===== config.mk =====
export PLATFORM = sky130hd
export DESIGN_NAME = axil_regs_top
export DESIGN_NICKNAME = d
export VERILOG_FILES = /design/src/axil_pkg.sv /design/src/iob_pkg.sv /design/src/axil2iob.sv /design/src/iob_addr_decode.sv /design/src/iob_reg_bank.sv /design/src/iob_timer.sv /design/src/iob_rdata_mux.sv /design/src/axil_regs_top.sv
export SDC_FILE = /design/constraint.sdc
export NUM_CORES = 1
export LEC_CHECK = 0
export ABC_AREA = 1
export BUFFER_PORTS_ARGS = -buffer_cell sky130_fd_sc_hd__buf_2
export CAP_MARGIN = 10
export CORE_MARGIN = 3
export CORE_UTILIZATION = 30
export CTS_CLUSTER_DIAMETER = 50
export DETAILED_ROUTE_END_ITERATION = 10
export GPL_TIMING_DRIVEN = 1
export REMOVE_ABC_BUFFERS = 1
export SETUP_SLACK_MARGIN = 0.02
export SLEW_MARGIN = 20
export SYNTH_ARGS = -nofsm -noshare
export SYNTH_HDL_FRONTEND = slang
export SYNTH_SLANG_ARGS = --single-unit

===== constraint.sdc =====
create_clock -name clk_i -period 3.3 [get_ports clk_i]
set_clock_uncertainty 0.05 [all_clocks]
set_input_delay 0.33 -clock clk_i [delete_from_list [all_inputs] [get_ports clk_i]]
set_output_delay 0.33 -clock clk_i [all_outputs]
set_load 0.1 [all_outputs]

===== src/axil_pkg.sv =====
package axil_pkg;

   // AXI4-Lite channel widths.
   localparam int AXIL_ADDR_W = 32;  // Byte address.
   localparam int AXIL_DATA_W = 32;  // One data word.
   localparam int AXIL_ID_W   = 4;   // Echoed on B and R.

   // Only OKAY is ever returned.
   localparam logic [1:0] AXIL_RESP_OKAY = 2'b00;  // Normal access done.

endpackage


===== src/iob_pkg.sv =====
package iob_pkg;

   localparam int IOB_ADDR_W = 32;            // Native bus address.
   localparam int IOB_DATA_W = 32;            // Native bus data.
   localparam int IOB_STRB_W = IOB_DATA_W/8;  // One strobe per byte.

   // Address word, read flat or split into fields.
   typedef union packed {
      logic [IOB_ADDR_W-1:0] raw;  // Flat byte address.
      struct packed {
         logic [15:0] unused_hi;   // Ignored.
         logic [3:0]  region;      // Target select.
         logic [5:0]  unused_mid;  // Ignored.
         logic [3:0]  index;       // Word in the target.
         logic [1:0]  offset;      // Byte in the word.
      } fields;
   } iob_addr_u;

   localparam logic [3:0] REGION_REGS  = 4'd0;  // Scratch bank.
   localparam logic [3:0] REGION_TIMER = 4'd1;  // Timer block.

   // Timer word indices.
   localparam logic [3:0] TMR_CTRL  = 4'd0;  // Bit0 enable, bit1 clear.
   localparam logic [3:0] TMR_COUNT = 4'd1;  // Running count.
   localparam logic [3:0] TMR_CMP   = 4'd2;  // Compare value.
   localparam logic [3:0] TMR_STAT  = 4'd3;  // Bit0 sticky match.

endpackage


===== src/axil2iob.sv =====
`timescale 1ns/1ps

module axil2iob import axil_pkg::*, iob_pkg::*; (
   input  logic                     clk_i,
   input  logic                     reset_i,
   input  logic [AXIL_ID_W-1:0]     axil_awid_i,
   input  logic [AXIL_ADDR_W-1:0]   axil_awaddr_i,
   input  logic [2:0]               axil_awprot_i,   // Ignored.
   input  logic [3:0]               axil_awqos_i,    // Ignored.
   input  logic                     axil_awvalid_i,
   output logic                     axil_awready_o,
   input  logic [AXIL_DATA_W-1:0]   axil_wdata_i,
   input  logic [AXIL_DATA_W/8-1:0] axil_wstrb_i,
   input  logic                     axil_wvalid_i,
   output logic                     axil_wready_o,
   output logic [AXIL_ID_W-1:0]     axil_bid_o,
   output logic [1:0]               axil_bresp_o,
   output logic                     axil_bvalid_o,
   input  logic                     axil_bready_i,
   input  logic [AXIL_ID_W-1:0]     axil_arid_i,
   input  logic [AXIL_ADDR_W-1:0]   axil_araddr_i,
   input  logic [2:0]               axil_arprot_i,   // Ignored.
   input  logic [3:0]               axil_arqos_i,    // Ignored.
   input  logic                     axil_arvalid_i,
   output logic                     axil_arready_o,
   output logic [AXIL_ID_W-1:0]     axil_rid_o,
   output logic [AXIL_DATA_W-1:0]   axil_rdata_o,
   output logic [1:0]               axil_rresp_o,
   output logic                     axil_rvalid_o,
   input  logic                     axil_rready_i,
   output logic                     iob_valid_o,
   input  logic                     iob_ready_i,
   output logic [IOB_ADDR_W-1:0]    iob_addr_o,
   output logic [IOB_DATA_W-1:0]    iob_wdata_o,
   output logic [IOB_STRB_W-1:0]    iob_wstrb_o,
   input  logic                     iob_rvalid_i,
   input  logic [IOB_DATA_W-1:0]    iob_rdata_i
);

   localparam logic [2:0] ST_IDLE  = 3'd0;  // Waiting for a host request.
   localparam logic [2:0] ST_REQ   = 3'd1;  // IOb request out.
   localparam logic [2:0] ST_RWAIT = 3'd2;  // Waiting for read data.
   localparam logic [2:0] ST_WRESP = 3'd3;  // B channel held.
   localparam logic [2:0] ST_RRESP = 3'd4;  // R channel held.

   logic [2:0]            state_q;
   logic                  awready_q;   // Drives both AW and W ready.
   logic                  arready_q;
   logic                  is_write_q;  // Kind of the held transaction.
   iob_addr_u             addr_q;
   logic [IOB_DATA_W-1:0] wdata_q;
   logic [IOB_STRB_W-1:0] wstrb_q;
   logic [AXIL_ID_W-1:0]  id_q;
   logic [IOB_DATA_W-1:0] rdata_q;

   // Ready pulses only in idle, so nothing new enters while a response waits.
   always_ff @(posedge clk_i) begin
      if (reset_i) begin
         state_q    <= ST_IDLE;
         awready_q  <= 1'b0;
         arready_q  <= 1'b0;
         is_write_q <= 1'b0;
      end else begin
         case (state_q)
            ST_IDLE: begin
               if (awready_q) begin            // Write handshake edge.
                  awready_q  <= 1'b0;
                  is_write_q <= 1'b1;
                  state_q    <= ST_REQ;
               end else if (arready_q) begin   // Read handshake edge.
                  arready_q  <= 1'b0;
                  is_write_q <= 1'b0;
                  state_q    <= ST_REQ;
               end else if (axil_awvalid_i && axil_wvalid_i) begin
                  awready_q <= 1'b1;           // Write wins over read.
               end else if (axil_arvalid_i) begin
                  arready_q <= 1'b1;
               end
            end
            ST_REQ: begin
               if (iob_ready_i) begin
                  state_q <= is_write_q ? ST_WRESP : ST_RWAIT;
               end
            end
            ST_RWAIT: begin
               if (iob_rvalid_i) state_q <= ST_RRESP;   // Data latched below.
            end
            ST_WRESP: begin
               if (axil_bready_i) state_q <= ST_IDLE;
            end
            ST_RRESP: begin
               if (axil_rready_i) state_q <= ST_IDLE;
            end
            default: state_q <= ST_IDLE;
         endcase
      end
   end

   // Payload capture.
   always_ff @(posedge clk_i) begin
      if (state_q == ST_IDLE && awready_q) begin
         addr_q.raw <= axil_awaddr_i;
         wdata_q    <= axil_wdata_i;
         wstrb_q    <= axil_wstrb_i;
         id_q       <= axil_awid_i;
      end else if (state_q == ST_IDLE && arready_q) begin
         addr_q.raw <= axil_araddr_i;
         wstrb_q    <= '0;              // Zero strobe marks a read.
         id_q       <= axil_arid_i;
      end
      if (state_q == ST_RWAIT && iob_rvalid_i) rdata_q <= iob_rdata_i;
   end

   assign axil_awready_o = awready_q;
   assign axil_wready_o  = awready_q;             // Same pulse as AW.
   assign axil_arready_o = arready_q;

   assign axil_bvalid_o  = (state_q == ST_WRESP);
   assign axil_bid_o     = id_q;
   assign axil_bresp_o   = AXIL_RESP_OKAY;
   assign axil_rvalid_o  = (state_q == ST_RRESP);
   assign axil_rid_o     = id_q;
   assign axil_rdata_o   = rdata_q;
   assign axil_rresp_o   = AXIL_RESP_OKAY;

   assign iob_valid_o = (state_q == ST_REQ);   // Held until ready.
   assign iob_addr_o  = addr_q.raw;
   assign iob_wdata_o = wdata_q;
   assign iob_wstrb_o = wstrb_q;

endmodule


===== src/iob_addr_decode.sv =====
`timescale 1ns/1ps

module iob_addr_decode import iob_pkg::*; (
   input  logic                  clk_i,
   input  logic                  reset_i,
   input  logic                  iob_valid_i,
   output logic                  iob_ready_o,
   input  logic [IOB_ADDR_W-1:0] iob_addr_i,
   input  logic [IOB_STRB_W-1:0] iob_wstrb_i,
   output logic                  regs_valid_o,
   input  logic                  regs_ready_i,
   output logic                  tmr_valid_o,
   input  logic                  tmr_ready_i,
   output logic                  unm_rvalid_o
);

   iob_addr_u addr;
   logic      sel_regs;
   logic      sel_tmr;

   assign addr.raw = iob_addr_i;
   assign sel_regs = (addr.fields.region == REGION_REGS);
   assign sel_tmr  = (addr.fields.region == REGION_TIMER);

   assign regs_valid_o = iob_valid_i & sel_regs;
   assign tmr_valid_o  = iob_valid_i & sel_tmr;

   // Unmapped space is always ready.
   assign iob_ready_o = sel_regs ? regs_ready_i :
                        sel_tmr  ? tmr_ready_i  : 1'b1;

   // Unmapped reads still get one rvalid.
   always_ff @(posedge clk_i) begin
      if (reset_i) begin
         unm_rvalid_o <= 1'b0;
      end else begin
         unm_rvalid_o <= iob_valid_i & ~sel_regs & ~sel_tmr & (iob_wstrb_i == '0);
      end
   end

endmodule


===== src/iob_reg_bank.sv =====
`timescale 1ns/1ps

module iob_reg_bank import iob_pkg::*; #(
   parameter int REG_N = 8   // Power of two, 2 to 16.
) (
   input  logic                  clk_i,
   input  logic                  reset_i,
   input  logic                  valid_i,
   output logic                  ready_o,
   input  logic [IOB_ADDR_W-1:0] addr_i,
   input  logic [IOB_DATA_W-1:0] wdata_i,
   input  logic [IOB_STRB_W-1:0] wstrb_i,
   output logic                  rvalid_o,
   output logic [IOB_DATA_W-1:0] rdata_o
);

   localparam int IDX_W = $clog2(REG_N);

   iob_addr_u             addr;
   logic [IDX_W-1:0]      idx;          // Index modulo REG_N.
   logic                  wr;
   logic                  rd;
   logic [IOB_DATA_W-1:0] mem_q [REG_N];

   assign addr.raw = addr_i;
   assign idx      = addr.fields.index[IDX_W-1:0];   // High index bits alias.
   assign ready_o  = 1'b1;                           // Never stalls.
   assign wr       = valid_i & ready_o & (wstrb_i != '0);
   assign rd       = valid_i & ready_o & (wstrb_i == '0);

   // Byte-merge write at the accept edge.
   always_ff @(posedge clk_i) begin
      if (reset_i) begin
         for (int i = 0; i < REG_N; i++) begin
            mem_q[i] <= '0;
         end
      end else if (wr) begin
         for (int b = 0; b < IOB_STRB_W; b++) begin
            if (wstrb_i[b]) mem_q[idx][8*b +: 8] <= wdata_i[8*b +: 8];
         end
      end
   end

   always_ff @(posedge clk_i) begin
      if (reset_i) begin
         rvalid_o <= 1'b0;
      end else begin
         rvalid_o <= rd;   // One cycle after accept.
      end
   end

   always_ff @(posedge clk_i) begin
      if (rd) rdata_o <= mem_q[idx];
   end

endmodule


===== src/iob_timer.sv =====
`timescale 1ns/1ps

module iob_timer import iob_pkg::*; #(
   parameter int TIMER_W = 32   // Counter width, 8 to 32.
) (
   input  logic                  clk_i,
   input  logic                  reset_i,
   input  logic                  valid_i,
   output logic                  ready_o,
   input  logic [IOB_ADDR_W-1:0] addr_i,
   input  logic [IOB_DATA_W-1:0] wdata_i,
   input  logic [IOB_STRB_W-1:0] wstrb_i,
   output logic                  rvalid_o,
   output logic [IOB_DATA_W-1:0] rdata_o
);

   iob_addr_u             addr;
   logic                  wr;
   logic                  rd;
   logic                  wr_b0;    // Write touching byte 0.
   logic [IOB_DATA_W-1:0] wmask;    // Strobes widened to bits.
   logic [IOB_DATA_W-1:0] rd_word;
   logic                  en_q;
   logic                  match_q;
   logic [TIMER_W-1:0]    count_q;
   logic [TIMER_W-1:0]    cmp_q;

   assign addr.raw = addr_i;
   assign ready_o  = 1'b1;
   assign wr       = valid_i & ready_o & (wstrb_i != '0);
   assign rd       = valid_i & ready_o & (wstrb_i == '0);
   assign wr_b0    = wr & wstrb_i[0];

   always_comb begin
      for (int b = 0; b < IOB_STRB_W; b++) begin
         wmask[8*b +: 8] = {8{wstrb_i[b]}};
      end
   end

   always_ff @(posedge clk_i) begin
      if (reset_i) begin
         en_q    <= 1'b0;
         count_q <= '0;
         cmp_q   <= '0;
         match_q <= 1'b0;
      end else begin
         if (wr_b0 && addr.fields.index == TMR_CTRL) en_q <= wdata_i[0];
         if (wr_b0 && addr.fields.index == TMR_CTRL && wdata_i[1]) begin
            count_q <= '0;                        // Clear pulse.
         end else if (en_q) begin
            count_q <= count_q + 1'b1;
         end
         if (wr && addr.fields.index == TMR_CMP) begin
            cmp_q <= (cmp_q & ~wmask[TIMER_W-1:0]) | (wdata_i[TIMER_W-1:0] & wmask[TIMER_W-1:0]);
         end
         if (en_q && count_q == cmp_q) begin
            match_q <= 1'b1;                      // Set beats clear.
         end else if (wr_b0 && addr.fields.index == TMR_STAT && wdata_i[0]) begin
            match_q <= 1'b0;                      // Write one to clear.
         end
      end
   end

   // Read word, zero-extended.
   always_comb begin
      rd_word = '0;
      case (addr.fields.index)
         TMR_CTRL:  rd_word[0]           = en_q;      // Clear reads zero.
         TMR_COUNT: rd_word[TIMER_W-1:0] = count_q;
         TMR_CMP:   rd_word[TIMER_W-1:0] = cmp_q;
         TMR_STAT:  rd_word[0]           = match_q;
         default:   rd_word              = '0;
      endcase
   end

   always_ff @(posedge clk_i) begin
      if (reset_i) begin
         rvalid_o <= 1'b0;
      end else begin
         rvalid_o <= rd;
      end
   end

   always_ff @(posedge clk_i) begin
      if (rd) rdata_o <= rd_word;
   end

endmodule


===== src/iob_rdata_mux.sv =====
`timescale 1ns/1ps

module iob_rdata_mux import iob_pkg::*; (
   input  logic                  clk_i,
   input  logic                  reset_i,
   input  logic                  iob_valid_i,
   input  logic                  iob_ready_i,
   input  logic [IOB_ADDR_W-1:0] iob_addr_i,
   input  logic [IOB_STRB_W-1:0] iob_wstrb_i,
   input  logic                  regs_rvalid_i,
   input  logic [IOB_DATA_W-1:0] regs_rdata_i,
   input  logic                  tmr_rvalid_i,
   input  logic [IOB_DATA_W-1:0] tmr_rdata_i,
   input  logic                  unm_rvalid_i,
   output logic                  iob_rvalid_o,
   output logic [IOB_DATA_W-1:0] iob_rdata_o
);

   iob_addr_u  addr;
   logic [3:0] region_q;   // Region of the read in flight.

   assign addr.raw = iob_addr_i;

   always_ff @(posedge clk_i) begin
      if (reset_i) begin
         region_q <= REGION_REGS;
      end else if (iob_valid_i && iob_ready_i && iob_wstrb_i == '0) begin
         region_q <= addr.fields.region;   // Latched at read accept.
      end
   end

   always_comb begin
      case (region_q)
         REGION_REGS: begin
            iob_rvalid_o = regs_rvalid_i;
            iob_rdata_o  = regs_rdata_i;
         end
         REGION_TIMER: begin
            iob_rvalid_o = tmr_rvalid_i;
            iob_rdata_o  = tmr_rdata_i;
         end
         default: begin
            iob_rvalid_o = unm_rvalid_i;   // Unmapped reads give zero.
            iob_rdata_o  = '0;
         end
      endcase
   end

endmodule


===== src/axil_regs_top.sv =====
`timescale 1ns/1ps

module axil_regs_top import axil_pkg::*, iob_pkg::*; #(
   parameter int REG_N   = 8,    // Scratch words.
   parameter int TIMER_W = 32    // Counter width.
) (
   input  logic                     clk_i,
   input  logic                     reset_i,
   input  logic [AXIL_ID_W-1:0]     axil_awid_i,
   input  logic [AXIL_ADDR_W-1:0]   axil_awaddr_i,
   input  logic [2:0]               axil_awprot_i,
   input  logic [3:0]               axil_awqos_i,
   input  logic                     axil_awvalid_i,
   output logic                     axil_awready_o,
   input  logic [AXIL_DATA_W-1:0]   axil_wdata_i,
   input  logic [AXIL_DATA_W/8-1:0] axil_wstrb_i,
   input  logic                     axil_wvalid_i,
   output logic                     axil_wready_o,
   output logic [AXIL_ID_W-1:0]     axil_bid_o,
   output logic [1:0]               axil_bresp_o,
   output logic                     axil_bvalid_o,
   input  logic                     axil_bready_i,
   input  logic [AXIL_ID_W-1:0]     axil_arid_i,
   input  logic [AXIL_ADDR_W-1:0]   axil_araddr_i,
   input  logic [2:0]               axil_arprot_i,
   input  logic [3:0]               axil_arqos_i,
   input  logic                     axil_arvalid_i,
   output logic                     axil_arready_o,
   output logic [AXIL_ID_W-1:0]     axil_rid_o,
   output logic [AXIL_DATA_W-1:0]   axil_rdata_o,
   output logic [1:0]               axil_rresp_o,
   output logic                     axil_rvalid_o,
   input  logic                     axil_rready_i
);

   logic                  iob_valid, iob_ready, iob_rvalid;   // Bridge side.
   logic [IOB_ADDR_W-1:0] iob_addr;
   logic [IOB_DATA_W-1:0] iob_wdata, iob_rdata;
   logic [IOB_STRB_W-1:0] iob_wstrb;
   logic                  regs_valid, regs_ready, regs_rvalid;
   logic [IOB_DATA_W-1:0] regs_rdata;
   logic                  tmr_valid, tmr_ready, tmr_rvalid;
   logic [IOB_DATA_W-1:0] tmr_rdata;
   logic                  unm_rvalid;                          // Unmapped read done.

   axil2iob u_axil2iob (
      .clk_i, .reset_i,
      .axil_awid_i, .axil_awaddr_i, .axil_awprot_i, .axil_awqos_i,
      .axil_awvalid_i, .axil_awready_o,
      .axil_wdata_i, .axil_wstrb_i, .axil_wvalid_i, .axil_wready_o,
      .axil_bid_o, .axil_bresp_o, .axil_bvalid_o, .axil_bready_i,
      .axil_arid_i, .axil_araddr_i, .axil_arprot_i, .axil_arqos_i,
      .axil_arvalid_i, .axil_arready_o,
      .axil_rid_o, .axil_rdata_o, .axil_rresp_o, .axil_rvalid_o, .axil_rready_i,
      .iob_valid_o (iob_valid),  .iob_ready_i (iob_ready),
      .iob_addr_o  (iob_addr),   .iob_wdata_o (iob_wdata),  .iob_wstrb_o (iob_wstrb),
      .iob_rvalid_i(iob_rvalid), .iob_rdata_i (iob_rdata)
   );

   iob_addr_decode u_iob_addr_decode (
      .clk_i, .reset_i,
      .iob_valid_i (iob_valid), .iob_ready_o (iob_ready),
      .iob_addr_i  (iob_addr),  .iob_wstrb_i (iob_wstrb),
      .regs_valid_o(regs_valid), .regs_ready_i(regs_ready),
      .tmr_valid_o (tmr_valid),  .tmr_ready_i (tmr_ready),
      .unm_rvalid_o(unm_rvalid)
   );

   iob_reg_bank #(.REG_N(REG_N)) u_iob_reg_bank (
      .clk_i, .reset_i,
      .valid_i (regs_valid), .ready_o (regs_ready), .addr_i (iob_addr),
      .wdata_i (iob_wdata),  .wstrb_i (iob_wstrb),
      .rvalid_o(regs_rvalid), .rdata_o(regs_rdata)
   );

   iob_timer #(.TIMER_W(TIMER_W)) u_iob_timer (
      .clk_i, .reset_i,
      .valid_i (tmr_valid), .ready_o (tmr_ready), .addr_i (iob_addr),
      .wdata_i (iob_wdata), .wstrb_i (iob_wstrb),
      .rvalid_o(tmr_rvalid), .rdata_o(tmr_rdata)
   );

   iob_rdata_mux u_iob_rdata_mux (
      .clk_i, .reset_i,
      .iob_valid_i  (iob_valid),   .iob_ready_i (iob_ready),
      .iob_addr_i   (iob_addr),    .iob_wstrb_i (iob_wstrb),
      .regs_rvalid_i(regs_rvalid), .regs_rdata_i(regs_rdata),
      .tmr_rvalid_i (tmr_rvalid),  .tmr_rdata_i (tmr_rdata),
      .unm_rvalid_i (unm_rvalid),
      .iob_rvalid_o (iob_rvalid),  .iob_rdata_o (iob_rdata)
   );

endmodule


==> impl_metrics.env <==
export IMPL_slew_headroom_pct=50.2
export IMPL_ys_flop_type="edfxtp_1"
export IMPL_cts_resized=0
export IMPL_cts_sinks=479
export IMPL_rsz0062_at_grt="no"
export IMPL_drc=0
export IMPL_avgSynthCellArea_sq_um=10.5
export IMPL_globalplace_congestion=0.892
export IMPL_grt_max_degree=45
export IMPL_gr_usage_all_layers_pct=15.3
export IMPL_endpoint="u_axil2iob.iob_addr_o[4]"
export IMPL_setup_violations_final=0
export IMPL_status="completed"
export IMPL_core_sq_um=66600
export IMPL_area_delta_synth_final_pct=20.6
export IMPL_cellLeakagePower_nw=9.72
export IMPL_first_iter_violations=1232
export IMPL_worst_pin_slew_ns=0.747
export IMPL_wl_per_cell_microns=18.0
export IMPL_final_nets=2269
export IMPL_hpwl_mm=38.5
export IMPL_root_buffer="clkbuf_16"
export IMPL_slowest_stage="dlygate4sd3_1"
export IMPL_cts_path_max_buffers=3
export IMPL_wirelength_mm=55.0
export IMPL_viasPerCell=4.81
export IMPL_clock_latency_ns=0.61
export IMPL_start_util_pct=30.6
export IMPL_ys_seq_area_share_pct=66.7
export IMPL_synthArstFlopShare_pct=0
export IMPL_cp_slowest_stage_delay_ns=0.58
export IMPL_fin_ws_ns=0.697
export IMPL_reg2reg_depth=7
export IMPL_io_buffers=111
export IMPL_detail_route_antenna_nets=0
export IMPL_cts_tree="yes"
export IMPL_clkTransAtPathRegs_ns=0.06
export IMPL_die_h_microns=267
export IMPL_postCtsSetupBuffers=0
export IMPL_crit_required_ns=3.59
export IMPL_antenna_found_initial=1
export IMPL_h_tree_depth=2
export IMPL_r2r_end="u_axil2iob.iob_addr_o[4]"
export IMPL_maxCapViolations=0
export IMPL_hold_viol=0
export IMPL_setup_worst_path_class="reg2reg"
export IMPL_final_cells=3050
export IMPL_crit_arrival_ns=2.89
export IMPL_numCtsBuffers=58
export IMPL_rows=94
export IMPL_ioPinCount=178
export IMPL_synthCells=1939
export IMPL_synth_distinct_cells=38
export IMPL_synth_seq_cells=479
export IMPL_via_count=14700
export IMPL_cp_max_fo=17
export IMPL_r2r_start="u_axil2iob.state_q[0]"
export IMPL_crit_top_cell="nand2_1"
export IMPL_first_pass_iters=6
export IMPL_dieArea_sq_um=71100
export IMPL_placed_area_sq_um=22100
export IMPL_final_design_area_no_fill_sq_um=24600
export IMPL_crit_path_start_kind="flip-flop"
export IMPL_drive_above_1_share_pct=13.7
export IMPL_cp_cell_sequence="nor3_1 > inv_1 > nor2_4 > clkinv_1 > nand2_1 > nand2_1 > dlygate4sd3_1"
export IMPL_grt_pass1_wl_mm=83.8
export IMPL_gr_total_overflow=0
export IMPL_antennaDiodeCount=0
export IMPL_timing_final_crit_share_pct=78.9
export IMPL_power_density_nw_per_um2=634
export IMPL_slew_viol_final=0
export IMPL_syn_area_sq_um=20400
export IMPL_period_needed_ns=2.60
export IMPL_startpoint="u_axil2iob.state_q[0]"
export IMPL_hold_class="in2reg"
export IMPL_dp_cells=2885
export IMPL_synth_enable_flop_cells=400
export IMPL_ir_drop_v=0.000439
export IMPL_die_w_microns=267
export IMPL_max_freq_mhz=384
export IMPL_r2r_slack_ns=0.70
export IMPL_grt_pass1_vias=14500
export IMPL_setup_tns_ns=0
export IMPL_dp_slack_ns=0.765
export IMPL_ys_warn_count=0
export IMPL_setup_worst_path_end_class="flip-flop"
[synth_stat cells, types with 18 or more instances]
master	count	share of area (%)
nand4_1	30	0.92
nand2_4	32	1.8
o21ai_0	29	0.71
nor2_1	378	7.0
nor3_1	24	0.59
a21oi_1	49	1.2
xor2_1	21	0.90
dfxtp_1	79	7.8
a22oi_1	38	1.4
clkbuf_1	45	0.83
o22ai_1	22	0.68
edfxtp_1	400	59
inv_1	141	2.6
a221oi_1	18	0.77
nand3_1	106	2.6
nand2_1	433	8.0
[placed cells by master, fill, tap and decap left out, types with 3 or more instances in the layout]
| cell type | instances |
|---|---|
| a21oi_1 | 48 |
| a221oi_1 | 18 |
| a22o_1 | 12 |
| a22oi_1 | 38 |
| and3_1 | 3 |
| buf_2 | 111 |
| buf_4 | 35 |
| bufinv_16 | 4 |
| clkbuf_1 | 7 |
| clkbuf_16 | 60 |
| clkinv_1 | 15 |
| clkinv_2 | 3 |
| clkinv_4 | 7 |
| clkinvlp_4 | 3 |
| conb_1 | 4 |
| dfxtp_1 | 79 |
| dlygate4sd3_1 | 58 |
| edfxtp_1 | 400 |
| inv_1 | 140 |
| inv_2 | 7 |
| inv_6 | 6 |
| inv_8 | 4 |
| nand2_1 | 433 |
| nand2_2 | 3 |
| nand2_4 | 32 |
| nand3_1 | 106 |
| nand3b_1 | 14 |
| nand4_1 | 30 |
| nor2_1 | 373 |
| nor2_2 | 3 |
| nor2_4 | 3 |
| nor3_1 | 23 |
| nor3_4 | 6 |
| o21ai_0 | 29 |
| o22ai_1 | 22 |
| xnor2_1 | 6 |
| xor2_1 | 21 |
[registers in the layout, indices dropped and copies added (netlist names), 3 cells and up, named ones only]
name / count
u_iob_reg_bank.mem_q: 256
u_axil2iob.axil_rdata_o: 32
u_axil2iob.iob_wdata_o: 32
u_iob_reg_bank.rdata_o: 32
u_iob_timer.count_q: 32
u_iob_timer.rdata_o: 32
u_axil2iob.iob_addr_o: 8
u_axil2iob.axil_bid_o: 4
u_axil2iob.iob_wstrb_o: 4
u_iob_rdata_mux.region_q: 4
u_axil2iob.state_q: 3
[stage by stage]
| stage | utilization, % | hold slack [ns] | power [mW] |
|---|---|---|---|
| final | 36.9 | 0.0294 | 15.6 |
| after global routing | 36.9 | 0.0248 | 16.2 |
| after CTS | 36.9 | 0.00310 | 15.8 |
| after detailed placement | 33.2 | 0.414 | 9.30 |
| after global placement | 33.2 | 0.408 | 9.27 |
| after floorplan | - | 0.349 | 8.49 |
[area by class of cell]
cell class,count,area [sq um]
fill,6516,42000
tap,864,1080
inverter,154,578
clock buffer,69,1560
multi-input combinational,1240,5970
timing repair buffer,206,1440
sequential,479,13600
clock inverter,38,375
[critical path: cells and delay by family (launching register included)]
kind	cells	cell delay [ns]
buffers and inverters	3	1.24
flip-flops	1	0.35
AND/OR/NAND/NOR	4	0.68
[how the worst min path moves through the flow]
| stage | startpoint | to | slack [ns] | cells past startpoint |
|---|---|---|---|---|
| after floorplan | reset_i | flip-flop | 0.35 | 1 |
| after global placement | u_iob_timer.match_q | u_iob_timer.match_q | 0.41 | 2 |
| after detailed placement | u_iob_timer.match_q | u_iob_timer.match_q | 0.41 | 2 |
| after CTS | axil_awaddr_i[5] | u_axil2iob.iob_addr_o[5] | 0.003 | 3 |
| after global routing | axil_wstrb_i[2] | u_axil2iob.iob_wstrb_o[2] | 0.02 | 3 |
| final | axil_awaddr_i[5] | u_axil2iob.iob_addr_o[5] | 0.03 | 3 |
[kinds of logic after synthesis]
group | share of synthesized area [%]
other cells | 0.0184
compound gates | 5.46
buf+inv | 4.30
simple gates | 22.3
fa+ha+maj | 0.0614
flops | 66.7
xor+xnor | 1.16
[report_power, final]
part / internal (mW) / leakage (nW) / switching, mW
Sequential: 6.90 / 4.53 / 0.166
Combinational: 0.475 / 4.25 / 1.70
Clock: 3.73 / 0.939 / 2.62
Total: 11.1 / 9.72 / 4.49
[timing repair]
| action | 4_1_cts | 5_1_grt |
|---|---|---|
| hold buffers | 58 | 0 |
| hold endpoints to repair | 47 | 0 |
| endpoints found under the setup margin | 0 | 0 |
[routing by layer]
metal	routed length, microns	global-route usage (%)	vias up
li1	-	-	7015
met1	23300	19.9	7081
met2	26500	26.0	495
met3	3490	2.18	89
met4	1730	5.76	2
met5	18	0	-
(Power assumes the default switching activity.)
